**config.mk**
```make
export PLATFORM = sky130hd
export DESIGN_NAME = ippcrc_top
export DESIGN_NICKNAME = d
export VERILOG_FILES = /design/src/verilog/ippcrc_pkg.sv /design/src/verilog/ippcrc_crc12_48b.sv /design/src/verilog/ippcrc_wb_regs.sv /design/src/verilog/ippcrc_word_fifo.sv /design/src/verilog/ippcrc_step_stage.sv /design/src/verilog/ippcrc_top.sv
export SDC_FILE = /design/constraint.sdc
export NUM_CORES = 1
export LEC_CHECK = 0
export ABC_AREA = 1
export ABC_CLOCK_PERIOD_IN_PS = 4300
export BUFFER_PORTS_ARGS = -buffer_cell sky130_fd_sc_hd__buf_2
export CORE_MARGIN = 10
export CORE_UTILIZATION = 50
export DETAILED_ROUTE_END_ITERATION = 6
export PLACE_DENSITY = 0.77
export SYNTH_ARGS = -nofsm -noshare
export SYNTH_HDL_FRONTEND = slang
export SYNTH_SLANG_ARGS = --single-unit
export TNS_END_PERCENT = 5
```
**constraint.sdc**
```tcl
create_clock -name clk -period 4.3 [get_ports clk]
set_clock_uncertainty 0.1 [all_clocks]
set_input_delay 0.215 -clock clk [delete_from_list [all_inputs] [get_ports clk]]
set_output_delay 0.215 -clock clk [all_outputs]
set_load 0.01 [all_outputs]
```
**src/verilog/ippcrc_pkg.sv**
```systemverilog
`default_nettype none

package ippcrc_pkg;

    // Datapath widths
    localparam int CRC_W  = 12;
    localparam int DATA_W = 48;

    // x^12+x^11+x^3+x^2+x+1, top term implied
    localparam logic [CRC_W-1:0] CRC_POLY = 12'h80F;

    // Register word indices, taken from adr[3:2]
    localparam logic [1:0] ADDR_DATA_LO = 2'd0;  // Low 32 bits of staged word
    localparam logic [1:0] ADDR_DATA_HI = 2'd1;  // High 16 bits, write pushes word
    localparam logic [1:0] ADDR_SEED    = 2'd2;  // Running CRC seed
    localparam logic [1:0] ADDR_STATUS  = 2'd3;  // CRC and busy flag

    // Busy flag position in the status word
    localparam int STATUS_BUSY_BIT = 16;

endpackage

`default_nettype wire

```
**src/verilog/ippcrc_crc12_48b.sv**
```systemverilog
`timescale 1ns/10ps
`default_nettype none

// One-word CRC-12 update, purely combinational.
// The 48 data bits enter LSB first, and each bit is XORed with the
// current CRC MSB to form the feedback that selects the polynomial.
module ippcrc_crc12_48b
    import ippcrc_pkg::*;
(
    input  logic [CRC_W-1:0]  ci,  // CRC before this word
    input  logic [DATA_W-1:0] di,  // Data word, di[0] shifted in first
    output logic [CRC_W-1:0]  co   // CRC after this word
);

    // Serial LFSR form, unrolled by the loop into a parallel XOR tree
    function automatic logic [CRC_W-1:0] fold_word(
        input logic [CRC_W-1:0]  crc_in,
        input logic [DATA_W-1:0] data_in
    );
        logic [CRC_W-1:0] c;
        logic             fb;
        c = crc_in;
        for (int i = 0; i < DATA_W; i++) begin
            fb = c[CRC_W-1] ^ data_in[i];   // Feedback from the MSB
            c  = {c[CRC_W-2:0], 1'b0};
            if (fb) begin
                c = c ^ CRC_POLY;
            end
        end
        return c;
    endfunction

    assign co = fold_word(ci, di);

endmodule

`default_nettype wire

```
**src/verilog/ippcrc_wb_regs.sv**
```systemverilog
`timescale 1ns/10ps
`default_nettype none

module ippcrc_wb_regs
    import ippcrc_pkg::*;
(
    input  logic              clk,
    input  logic              reset,
    input  logic              cyc,
    input  logic              stb,
    input  logic              we,
    input  logic [3:0]        adr,
    input  logic [31:0]       dat_w,
    input  logic [3:0]        sel,          // Byte enables, all writes are full word
    input  logic              full,
    input  logic              busy,
    input  logic [CRC_W-1:0]  crc,
    output logic              ack,
    output logic [31:0]       dat_r,
    output logic              push,
    output logic [DATA_W-1:0] push_data,
    output logic              seed_load,
    output logic [CRC_W-1:0]  seed_value
);

    localparam int HI_W = DATA_W - 32;      // Width of the upper half of a word

    logic            req;
    logic [1:0]      word_idx;
    logic            is_lo;
    logic            is_hi;
    logic            is_seed;
    logic            is_status;
    logic            plain_ack;
    logic            ack_next;
    logic [31:0]     data_lo;
    logic [HI_W-1:0] data_hi;
    logic [31:0]     status_word;
    logic [31:0]     rd_mux;

    // A request is new until it has been acknowledged
    assign req      = cyc & stb & ~ack;
    assign word_idx = adr[3:2];

    assign is_lo     = (word_idx == ADDR_DATA_LO);
    assign is_hi     = (word_idx == ADDR_DATA_HI);
    assign is_seed   = (word_idx == ADDR_SEED);
    assign is_status = (word_idx == ADDR_STATUS);

    // DATA_HI write waits for a free FIFO slot
    assign push      = req & we & is_hi & ~full;
    assign push_data = {dat_w[HI_W-1:0], data_lo};

    // SEED write waits until the pipeline has drained
    assign seed_load  = req & we & is_seed & ~busy;
    assign seed_value = dat_w[CRC_W-1:0];

    // Reads and the remaining writes never stall
    assign plain_ack = req & (~we | is_lo | is_status);
    assign ack_next  = plain_ack | push | seed_load;

    always_comb begin
        status_word                  = '0;
        status_word[CRC_W-1:0]       = crc;
        status_word[STATUS_BUSY_BIT] = busy;
    end

    always_comb begin
        case (word_idx)
            ADDR_DATA_LO: rd_mux = data_lo;
            ADDR_DATA_HI: rd_mux = {{(32-HI_W){1'b0}}, data_hi};
            ADDR_SEED:    rd_mux = {{(32-CRC_W){1'b0}}, crc};   // Seed lives in the CRC
            default:      rd_mux = status_word;
        endcase
    end

    always_ff @(posedge clk) begin
        if (reset) begin
            ack     <= 1'b0;
            data_lo <= '0;
            data_hi <= '0;
        end else begin
            ack <= ack_next;                  // One-cycle pulse, req blocks a repeat
            if (req & we & is_lo) begin
                data_lo <= dat_w;
            end
            if (push) begin
                data_hi <= dat_w[HI_W-1:0];   // Kept for read back
            end
        end
    end

    // Read data is captured with the acknowledge
    always_ff @(posedge clk) begin
        if (req & ~we) begin
            dat_r <= rd_mux;
        end
    end

endmodule

`default_nettype wire

```
**src/verilog/ippcrc_word_fifo.sv**
```systemverilog
`timescale 1ns/10ps
`default_nettype none

module ippcrc_word_fifo
    import ippcrc_pkg::*;
#(
    parameter int DEPTH = 4                 // Power of two, at least 2
)
(
    input  logic              clk,
    input  logic              reset,
    input  logic              push,
    input  logic [DATA_W-1:0] push_data,
    input  logic              pop,
    output logic [DATA_W-1:0] pop_data,
    output logic              full,
    output logic              empty
);

    localparam int AW = $clog2(DEPTH);

    logic [DATA_W-1:0] mem [DEPTH];
    logic [AW-1:0]     wr_ptr;
    logic [AW-1:0]     rd_ptr;
    logic [AW:0]       count;
    logic              do_push;
    logic              do_pop;

    assign full  = (count == (AW+1)'(DEPTH));
    assign empty = (count == '0);

    // When full, a push is still taken if the head leaves in the same cycle
    assign do_pop  = pop & ~empty;
    assign do_push = push & (~full | do_pop);

    // First word falls through to the output
    assign pop_data = mem[rd_ptr];

    always_ff @(posedge clk) begin
        if (do_push) begin
            mem[wr_ptr] <= push_data;
        end
    end

    always_ff @(posedge clk) begin
        if (reset) begin
            wr_ptr <= '0;
            rd_ptr <= '0;
            count  <= '0;
        end else begin
            if (do_push) begin
                wr_ptr <= wr_ptr + 1'b1;      // Wraps at DEPTH
            end
            if (do_pop) begin
                rd_ptr <= rd_ptr + 1'b1;
            end
            case ({do_push, do_pop})
                2'b10:   count <= count + 1'b1;
                2'b01:   count <= count - 1'b1;
                default: count <= count;      // Both or neither
            endcase
        end
    end

endmodule

`default_nettype wire

```
**src/verilog/ippcrc_step_stage.sv**
```systemverilog
`timescale 1ns/10ps
`default_nettype none

// Two-step fold: the popped word is registered first, then folded into
// the running CRC on the following edge, so the FIFO can deliver a new
// word every cycle.
module ippcrc_step_stage
    import ippcrc_pkg::*;
(
    input  logic              clk,
    input  logic              reset,
    input  logic              empty,
    input  logic [DATA_W-1:0] pop_data,
    input  logic              seed_load,
    input  logic [CRC_W-1:0]  seed_value,
    output logic              pop,
    output logic [CRC_W-1:0]  crc,
    output logic              stage_busy
);

    logic [DATA_W-1:0] word_q;
    logic [CRC_W-1:0]  crc_next;

    // Always ready, take every word the FIFO offers
    assign pop = ~empty;

    ippcrc_crc12_48b crc_i (
        .ci (crc),
        .di (word_q),
        .co (crc_next)
    );

    // Popped word holding register
    always_ff @(posedge clk) begin
        if (pop) begin
            word_q <= pop_data;
        end
    end

    always_ff @(posedge clk) begin
        if (reset) begin
            stage_busy <= 1'b0;
            crc        <= '0;
        end else begin
            stage_busy <= pop;                // word_q holds a word to fold
            if (seed_load) begin
                crc <= seed_value;            // Only issued while idle
            end else if (stage_busy) begin
                crc <= crc_next;
            end
        end
    end

endmodule

`default_nettype wire

```
**src/verilog/ippcrc_top.sv**
```systemverilog
`timescale 1ns/10ps
`default_nettype none

module ippcrc_top
    import ippcrc_pkg::*;
#(
    parameter int FIFO_DEPTH = 4
)
(
    input  logic        clk,
    input  logic        reset,
    input  logic        cyc,
    input  logic        stb,
    input  logic        we,
    input  logic [3:0]  adr,
    input  logic [31:0] dat_w,
    input  logic [3:0]  sel,
    output logic        ack,
    output logic [31:0] dat_r
);

    logic              push;
    logic [DATA_W-1:0] push_data;
    logic              full;
    logic              pop;
    logic [DATA_W-1:0] pop_data;
    logic              empty;
    logic              seed_load;
    logic [CRC_W-1:0]  seed_value;
    logic [CRC_W-1:0]  crc;
    logic              stage_busy;
    logic              busy;

    // Words queued or one still being folded
    assign busy = stage_busy | ~empty;

    ippcrc_wb_regs regs_i (
        .clk        (clk),
        .reset      (reset),
        .cyc        (cyc),
        .stb        (stb),
        .we         (we),
        .adr        (adr),
        .dat_w      (dat_w),
        .sel        (sel),
        .full       (full),
        .busy       (busy),
        .crc        (crc),
        .ack        (ack),
        .dat_r      (dat_r),
        .push       (push),
        .push_data  (push_data),
        .seed_load  (seed_load),
        .seed_value (seed_value)
    );

    ippcrc_word_fifo #(
        .DEPTH (FIFO_DEPTH)
    ) fifo_i (
        .clk       (clk),
        .reset     (reset),
        .push      (push),
        .push_data (push_data),
        .pop       (pop),
        .pop_data  (pop_data),
        .full      (full),
        .empty     (empty)
    );

    ippcrc_step_stage step_i (
        .clk        (clk),
        .reset      (reset),
        .empty      (empty),
        .pop_data   (pop_data),
        .seed_load  (seed_load),
        .seed_value (seed_value),
        .pop        (pop),
        .crc        (crc),
        .stage_busy (stage_busy)
    );

endmodule

`default_nettype wire

```
==> results of run 1 <==
==> routing by layer <==
metal  vias up  track usage [%]  wire, um
met2       408             31.9     17200
li1       4827                -         -
met3        74             2.33      2520
met4         0             6.13      1070
met1      4975             23.8     14000
met5         -                0         0
==> registers in the layout, indices dropped and copies added (netlist names) <==
name / count
regs_i.data_hi: 16
fifo_i.rd_ptr: 2
regs_i.dat_r: 32
step_i.word_q: 48
regs_i.ack: 1
regs_i.data_lo: 32
step_i.stage_busy: 1
fifo_i.mem: 192
step_i.crc: 12
fifo_i.count: 3
fifo_i.wr_ptr: 2
==> per-stage QoR <==
stage / setup TNS, ns / util (%)
after floorplan: 0 / -
after global placement: 0 / 53.8
after detailed placement: 0 / 53.8
after CTS: 0 / 58.9
after global routing: -0.917 / 60.2
final: -0.0630 / 60.2
==> final timing paths <==
path | to | cells past startpoint
max | step_i.crc[2]$_SDFFE_PP0P_ | 36
min | regs_i.ack$_SDFF_PP0_ | 4
max reg2reg | step_i.crc[2]$_SDFFE_PP0P_ | 36
min reg2reg | regs_i.data_hi[15]$_SDFFE_PP0P_ | 2
==> cell usage after synthesis, types with 2 or more instances <==
cell type                    n  area [um^2]
sky130_fd_sc_hd__nor3_1      2         10.0
sky130_fd_sc_hd__nand2_1   200          751
sky130_fd_sc_hd__a31oi_1     2         12.5
sky130_fd_sc_hd__o21ai_0   153          766
sky130_fd_sc_hd__or2_1       3         18.8
sky130_fd_sc_hd__a21oi_1    52          260
sky130_fd_sc_hd__a21oi_2     2         17.5
sky130_fd_sc_hd__xnor2_1    16          140
sky130_fd_sc_hd__xor2_4      4          110
sky130_fd_sc_hd__a22o_1      4         35.0
sky130_fd_sc_hd__nand3b_1    8         60.1
sky130_fd_sc_hd__nand3_1    40          200
sky130_fd_sc_hd__o211ai_1   12         90.1
sky130_fd_sc_hd__nand2_4     8         90.1
sky130_fd_sc_hd__clkbuf_1   53          199
sky130_fd_sc_hd__inv_1      94          353
sky130_fd_sc_hd__nand4_1     2         12.5
sky130_fd_sc_hd__nand3_2    12          120
sky130_fd_sc_hd__nand2_2    24          150
sky130_fd_sc_hd__ha_1        5         62.6
sky130_fd_sc_hd__inv_2      24         90.1
sky130_fd_sc_hd__nor2_1    155          582
sky130_fd_sc_hd__o22ai_1    60          375
sky130_fd_sc_hd__xor2_1     38          333
sky130_fd_sc_hd__dfxtp_1    69         1380
sky130_fd_sc_hd__edfxtp_1  272         8170
sky130_fd_sc_hd__clkinv_1    2         7.51
sky130_fd_sc_hd__xor2_2     12          195
sky130_fd_sc_hd__o21a_1      2         15.0
==> critical path: cells and delay by family, from the launching register on <==
| family | cells | cell delay (ns) |
|---|---|---|
| and+or+nand+nor | 25 | 2.17 |
| xor gates and xnor gates | 4 | 0.82 |
| buffers and inverters | 6 | 0.59 |
| DFF | 1 | 0.43 |
| AOI/OAI and AO/OA | 1 | 0.18 |
==> cells by family after synthesis <==
| kind of cell | Yosys count | share of synthesized area (%) |
|---|---|---|
| buf+inv | 174 | 4.45 |
| fa+ha+maj | 6 | 0.562 |
| flops | 341 | 65.0 |
| xor+xnor | 71 | 5.40 |
| compound gates | 288 | 10.7 |
| simple gates | 459 | 13.9 |
==> timing repair <==
action / CTS / global route
hold buffers: 36 / 0
endpoints found under the setup margin: 0 / 4
hold endpoints to repair: 118 / 0
gates resized for setup: 0 / 53
setup buffers: 0 / 11
==> layout make-up <==
type                       count  area [um^2]  area share [%]
inverter                     120          450            2.59
clock buffer                  40          840            4.83
timing repair buffer         139          981            5.65
sequential                   341         9550            55.0
multi-input combinational    824         4810            27.7
tap                          384          480            2.77
clock inverter                18          256            1.48
==> results.txt, run 1 <==
The via count of the first global-routing pass is ~10000. For the worst setup path, the data arrival time is 4.76 ns. Along the worst path, the maximum fanout reaches 6. The horizontal extent of the die is about 190 um. The flow ran to the end, but the final reports show violations. Synthesis instantiated 38 different standard cells from the library. The checks that failed: negative setup slack.

The worst setup path is of the reg2reg kind. The total number of clock tree sinks is 341. Excluding fillers, the count of instances in the completed layout stands at between 1500 and 2000. The top-level I/O count came out at 78.

The detailed router placed between 10000 and 15000 vias in this run. The initial DRC count is 977. The mean number of vias per cell is 5.51. The max-slew violation total from the final report is 0. Of the available clock period, the critical path in the final layout requires 101%.

On the critical path, the stage with the largest delay is an instance of sky130_fd_sc_hd__edfxtp_1. The core outline area came out at about 29000 um^2. The average routed wire per standard cell came out at about 19 um. The tightest min-delay check is of the in2reg type. In this run the most critical hold path is launched from we.

The worst slack at placement is between 0.09 and 0.1 ns. The synthesized instance count is 1339. After detailed routing, the total wire length is between 30000 and 40000 um. The fill cell instance count of the final layout came out at 2226.

The number of hold violations in the final report was 0. The post-synthesis average cell area is 11.0 um^2. The half-perimeter wire length of the detailed placement result is 21900 um. For this configuration, the core starts out at a cell density of approximately 50%. The count of nets left with antenna violations after detail routing came out at 0. The number of maximum-capacitance constraint violations is 0.

The final worst setup slack is -0.0630 ns. The post-synthesis instance area came out at about 15000 um^2. The delay of the slowest cell on the worst path came out at 0.43 ns. From bottom edge to top edge, the die measures roughly 190 um. The floorplan step defined a die boundary enclosing approximately 37000 um^2. The headroom to the max-slew limit is 24.1%. The total DRC errors in the routed layout came out at 0. The final cell area excluding filler cells came out at roughly 17000 um^2. The slew at the pin closest to its max-slew limit came out at roughly 1.1 ns. Static timing analysis puts the maximum clock frequency at roughly 0.23 GHz. The number of enable flip-flop cells after synthesis came out at about 270. The startpoint of the worst register-to-register path is step_i.word_q[8]$_DFFE_PN_. The global-route total usage across every layer came out at a little under a fifth. Setup repair after global routing could not meet its margin everywhere. The latest clock arrival within the worst-skew pair is roughly 0.56 ns.

The H-tree depth reported by CTS is 1. The number of search-and-repair iterations in the first detailed-routing pass came out at 5. STA puts the critical path data required time at around 4.7 ns. STA classifies the critical path endpoint as a flip-flop. The post-synthesis sequential area ratio came out at 65.0%. TritonCTS built the clock tree. The most common flop cell mapped by yosys is sky130_fd_sc_hd__edfxtp_1. In the layout the commonest cells are sky130_fd_sc_hd__edfxtp_1, sky130_fd_sc_hd__nand2_1, sky130_fd_sc_hd__o21ai_0. Leaving out fill and tap cells, the most frequent cell in the layout is sky130_fd_sc_hd__edfxtp_1. The slack of the worst reg-to-reg path is -0.06 ns. The minimum clock period is around 4.4 ns.

The worst setup path is launched from a flip-flop. The critical path starts at step_i.word_q[8]$_DFFE_PN_. Port buffering added 71 buffers.

By instance count, the cell type seen most on the critical path is sky130_fd_sc_hd__nand2_1. The relative area change from synthesis to final layout is 18.2%. The count of inserted antenna diode cells came out at 0. The final global-route overflow total is 0. On the final layout, the worst hold slack is ~0.041 ns. The congestion estimate from routability-driven global placement came to 0.911.

The number of antenna violations at the first check in global routing is 0. The first global-routing pass estimated approximately 54000 um of wire. Entering global routing, the biggest net connects between 90 and 100 pins. The site row count came out at 62.

Synthesis inferred around 340 register bits. After clock tree synthesis, the clock-pin slew on the worst setup and hold paths is 0.07 ns. The net count of the finished layout is 1508. The total cell area at the placement stage is 15500 um^2. The number of instances in the placed design came out at about 1800. TritonCTS created 31 clock buffers.

The maximum number of buffers from clock root to sink came out at 3. The total of warnings raised by yosys came out at 0. The total of endpoints with negative setup slack in the final report is 1. The share of final-layout standard cells stronger than drive strength 1 is between 10% and 20%. The post-synth net total is 1390. Counting flops with an async set or reset pin after synthesis yields a share of 0%. CTS placed an instance of sky130_fd_sc_hd__clkbuf_16 at the clock tree root.
Power of run 1 is left out: the tool's default activity adds up to more than one toggle a clock period on the data nets, which glitch-free logic cannot reach.
==> inputs of run 2 (changes only) <==
CORE_ASPECT_RATIO = 1.5   (was unset)
==> results.txt, run 2 (synthesized netlist as in run 1, its figures left out) <==
The largest fanout on the critical path came out at 6 (unchanged). The slack of the worst reg-to-reg path came to -0.007 ns (+0.06 ns). The largest registers in the layout are fifo_i.mem (192), step_i.word_q (48). The site row count came out at 76 (+23%).

The relative area change from synthesis to final layout is 16.4%. The number of flip-flops under the largest register name came to 192 (unchanged). The count of nets left with antenna violations after detail routing is 0 (unchanged). The origin of the worst setup path is step_i.word_q[3]$_DFFE_PN_. The run finished, with violations left. The highest attainable clock frequency came out at 0.232 GHz (+1.3%). The via count of the first global-routing pass is 10400 (+3.8%). The total of endpoints with negative setup slack in the final report came out at 1 (unchanged). The final worst setup slack was -0.00680 ns (+0.0562 ns). The number of maximum-capacitance constraint violations was 0 (unchanged).

The final global-route overflow total came out at 0 (unchanged). The core outline area is 28900 um^2 (+0.17%). The critical path is of the reg2reg type.

The latest clock arrival within the worst-skew pair is 0.56 ns (about the same). The worst register-to-register path begins at step_i.word_q[3]$_DFFE_PN_. The average routed wire per standard cell is 19.4 um (+3.9%). The maximum number of buffers from clock root to sink came out at 3 (unchanged). The count of inserted antenna diode cells is 0 (unchanged). The number of input and output port buffers inserted is 71 (unchanged). Setup repair after global routing could not meet its margin everywhere.

The worst min-delay path category is in2reg. For this design, the slowest cell found on the critical path is sky130_fd_sc_hd__edfxtp_1. The number of antenna violations at the first check in global routing is 0 (unchanged). The startpoint identified for the worst hold timing path is adr[3]. The number of cells on the worst reg-to-reg path is 37 (+2.8%). STA classifies the critical path startpoint as a flip-flop. The most common cell type on the critical path is sky130_fd_sc_hd__nand2_2. The register with the most flip-flops in the final layout is fifo_i.mem. The arrival time of the worst setup path came out at 4.69 ns (-0.07 ns). The H-tree depth reported by CTS is 1 (unchanged).

The wire length of the first global-routing pass came to 55600 um (+3.7%). The total number of clock tree sinks came out at 341 (unchanged). The half-perimeter wire length of the detailed placement result was 22500 um (+2.6%). The share of final-layout standard cells stronger than drive strength 1 is 18.8% (-0.59 points). The initial DRC count came to 769 (-21%). The area of the die came out at 36800 um^2 (+0.38%).

The starting density of the core is 50.9% (-0.088 points). The number of hold violations in the final report is 0 (unchanged). The max-slew violation total from the final report is 0 (unchanged). The end-of-flow core utilization came to 59.2% (-0.98 points).

The number of search-and-repair iterations in the first detailed-routing pass is 5 (unchanged). The final wirelength is 36200 um (+3.9%). The mean number of vias per cell came out at 5.44 (-1.3%).

The minimum clock period came to 4.31 ns (-0.0562 ns). The number of buffers added by the clock tree synthesis step came out at 29 (-6.5%). The overall die height was 230 um (+20%). The checks that failed: negative setup slack. The final estimated routing congestion in global placement came out at 0.932 (+2.3%). The library cell used most frequently in the layout, excluding fill and tap cells, is sky130_fd_sc_hd__edfxtp_1. The number of vias in the routed layout came out at 10200 (-1.3%).

STA classifies the critical path endpoint as a flip-flop. The destination of the worst register-to-register timing path is step_i.crc[11]$_SDFFE_PP0P_. The top cell types in the final layout, fill and taps aside, are sky130_fd_sc_hd__edfxtp_1, sky130_fd_sc_hd__nand2_1, sky130_fd_sc_hd__o21ai_0. The pin count of the biggest net entering global routing is 98 (unchanged). The horizontal extent of the die came to 160 um (-16%). The slew at the pin closest to its max-slew limit came out at 1.16 ns (+0.0259 ns).

The headroom to the max-slew limit is 22.4% (-1.7 points). The net count reported at finish was 1504 (-0.27%). The global-route total usage across every layer is 18.9% (+0.36 points).

The critical path required time came out at 4.68 ns (about the same). The total DRC errors in the routed layout is 0 (unchanged). TritonCTS built the clock tree. The tightest hold margin came out at 0.0564 ns (+0.0154 ns).

The share of the clock period used by the worst path came out at 100% (-1.3 points). The top-level I/O count is 78 (unchanged). The delay of the slowest cell on the worst path came out at 0.43 ns (about the same). The clock root buffer is sky130_fd_sc_hd__clkbuf_16. The endpoint of the most critical setup path is step_i.crc[11]$_SDFFE_PP0P_.

The fill cell instance count of the final layout is 2310 (+3.8%). The post-CTS clock slew at the launch and capture registers of the worst setup and hold paths came out at 0.07 ns (about the same).
run 2: cell count changes in the layout (fill, tap and decap cells not counted), moves of 2 or more:
cell	before	now
sky130_fd_sc_hd__clkinv_2	5	11
sky130_fd_sc_hd__inv_1	94	88
sky130_fd_sc_hd__nand2_2	39	33
sky130_fd_sc_hd__nand2_1	180	185
sky130_fd_sc_hd__nand3_1	26	31
sky130_fd_sc_hd__bufinv_16	6	2
sky130_fd_sc_hd__inv_2	25	29
sky130_fd_sc_hd__nand3_2	19	16
sky130_fd_sc_hd__buf_12	2	0
sky130_fd_sc_hd__clkbuf_1	6	4
sky130_fd_sc_hd__nand3_4	8	6
sky130_fd_sc_hd__xnor2_4	2	0
run 2: worst min path at each step:
| stage | end | slack, ns | depth (start not counted) |
|---|---|---|---|
| final | regs_i.ack$_SDFF_PP0_ | 0.06 | 3 |
| after global routing | regs_i.ack$_SDFF_PP0_ | 0.07 | 3 |
| after CTS | regs_i.ack$_SDFF_PP0_ | 0.02 | 3 |
| after detailed placement | fifo_i.mem[0][32]$_DFFE_PP_ | 0.35 | 1 |
| after global placement | fifo_i.mem[0][37]$_DFFE_PP_ | 0.34 | 1 |
| after floorplan | step_i.crc[2]$_SDFFE_PP0P_ | 0.18 | 1 |
run 2: routing by layer:
| layer | part of all wire (%) | wire length, um | vias to the layer above | GRT usage (%) |
|---|---|---|---|---|
| li1 | - | - | 4817 | - |
| met1 | 37 | 13500 | 4893 | 21.1 |
| met2 | 52 | 19000 | 366 | 34.4 |
| met3 | 5.5 | 2010 | 74 | 2.34 |
| met4 | 4.7 | 1720 | 0 | 9.81 |
| met5 | 0 | 0 | - | 0 |
run 2: layout make-up:
| class | count | area (um^2) | area share, % |
|---|---|---|---|
| Sequential cell | 341 | 9550 | 55.8 |
| Multi-Input combinational cell | 824 | 4740 | 27.7 |
| Timing Repair Buffer | 137 | 941 | 5.50 |
| Clock buffer | 36 | 793 | 4.63 |
| Tap cell | 390 | 488 | 2.85 |
| Inverter | 120 | 452 | 2.64 |
| Clock inverter | 17 | 150 | 0.877 |
run 2: critical path: cells and delay by family (launching register included):
family | cells | cell delay, ns
AO/OA/AOI/OAI | 1 | 0.16
XOR/XNOR | 2 | 0.48
flip-flops | 1 | 0.43
buffers and inverters | 3 | 0.28
AND/OR/NAND/NOR | 31 | 2.76
run 2: stage by stage:
step | instances | setup WS (ns) | TNS, ns | cell area, um^2
detailed placement | 1766 | 0.142 | 0 | 15500
floorplan | 1339 | 0.645 | 0 | 14700
finish | 1865 | -0.00680 | -0.00680 | 17100
CTS | 1855 | 0.113 | 0 | 16800
global route | 1865 | -0.325 | -0.874 | 17100
global placement | 1766 | 0.206 | 0 | 15500
run 2: what timing repair did:
action / in CTS / in global routing
endpoints found under the hold margin: 112 / 0
endpoints found under the setup margin: 0 / 3
resized for setup: 0 / 44
setup buffers: 0 / 10
hold buffers: 36 / 0
Power of run 2 is left out for the same reason.
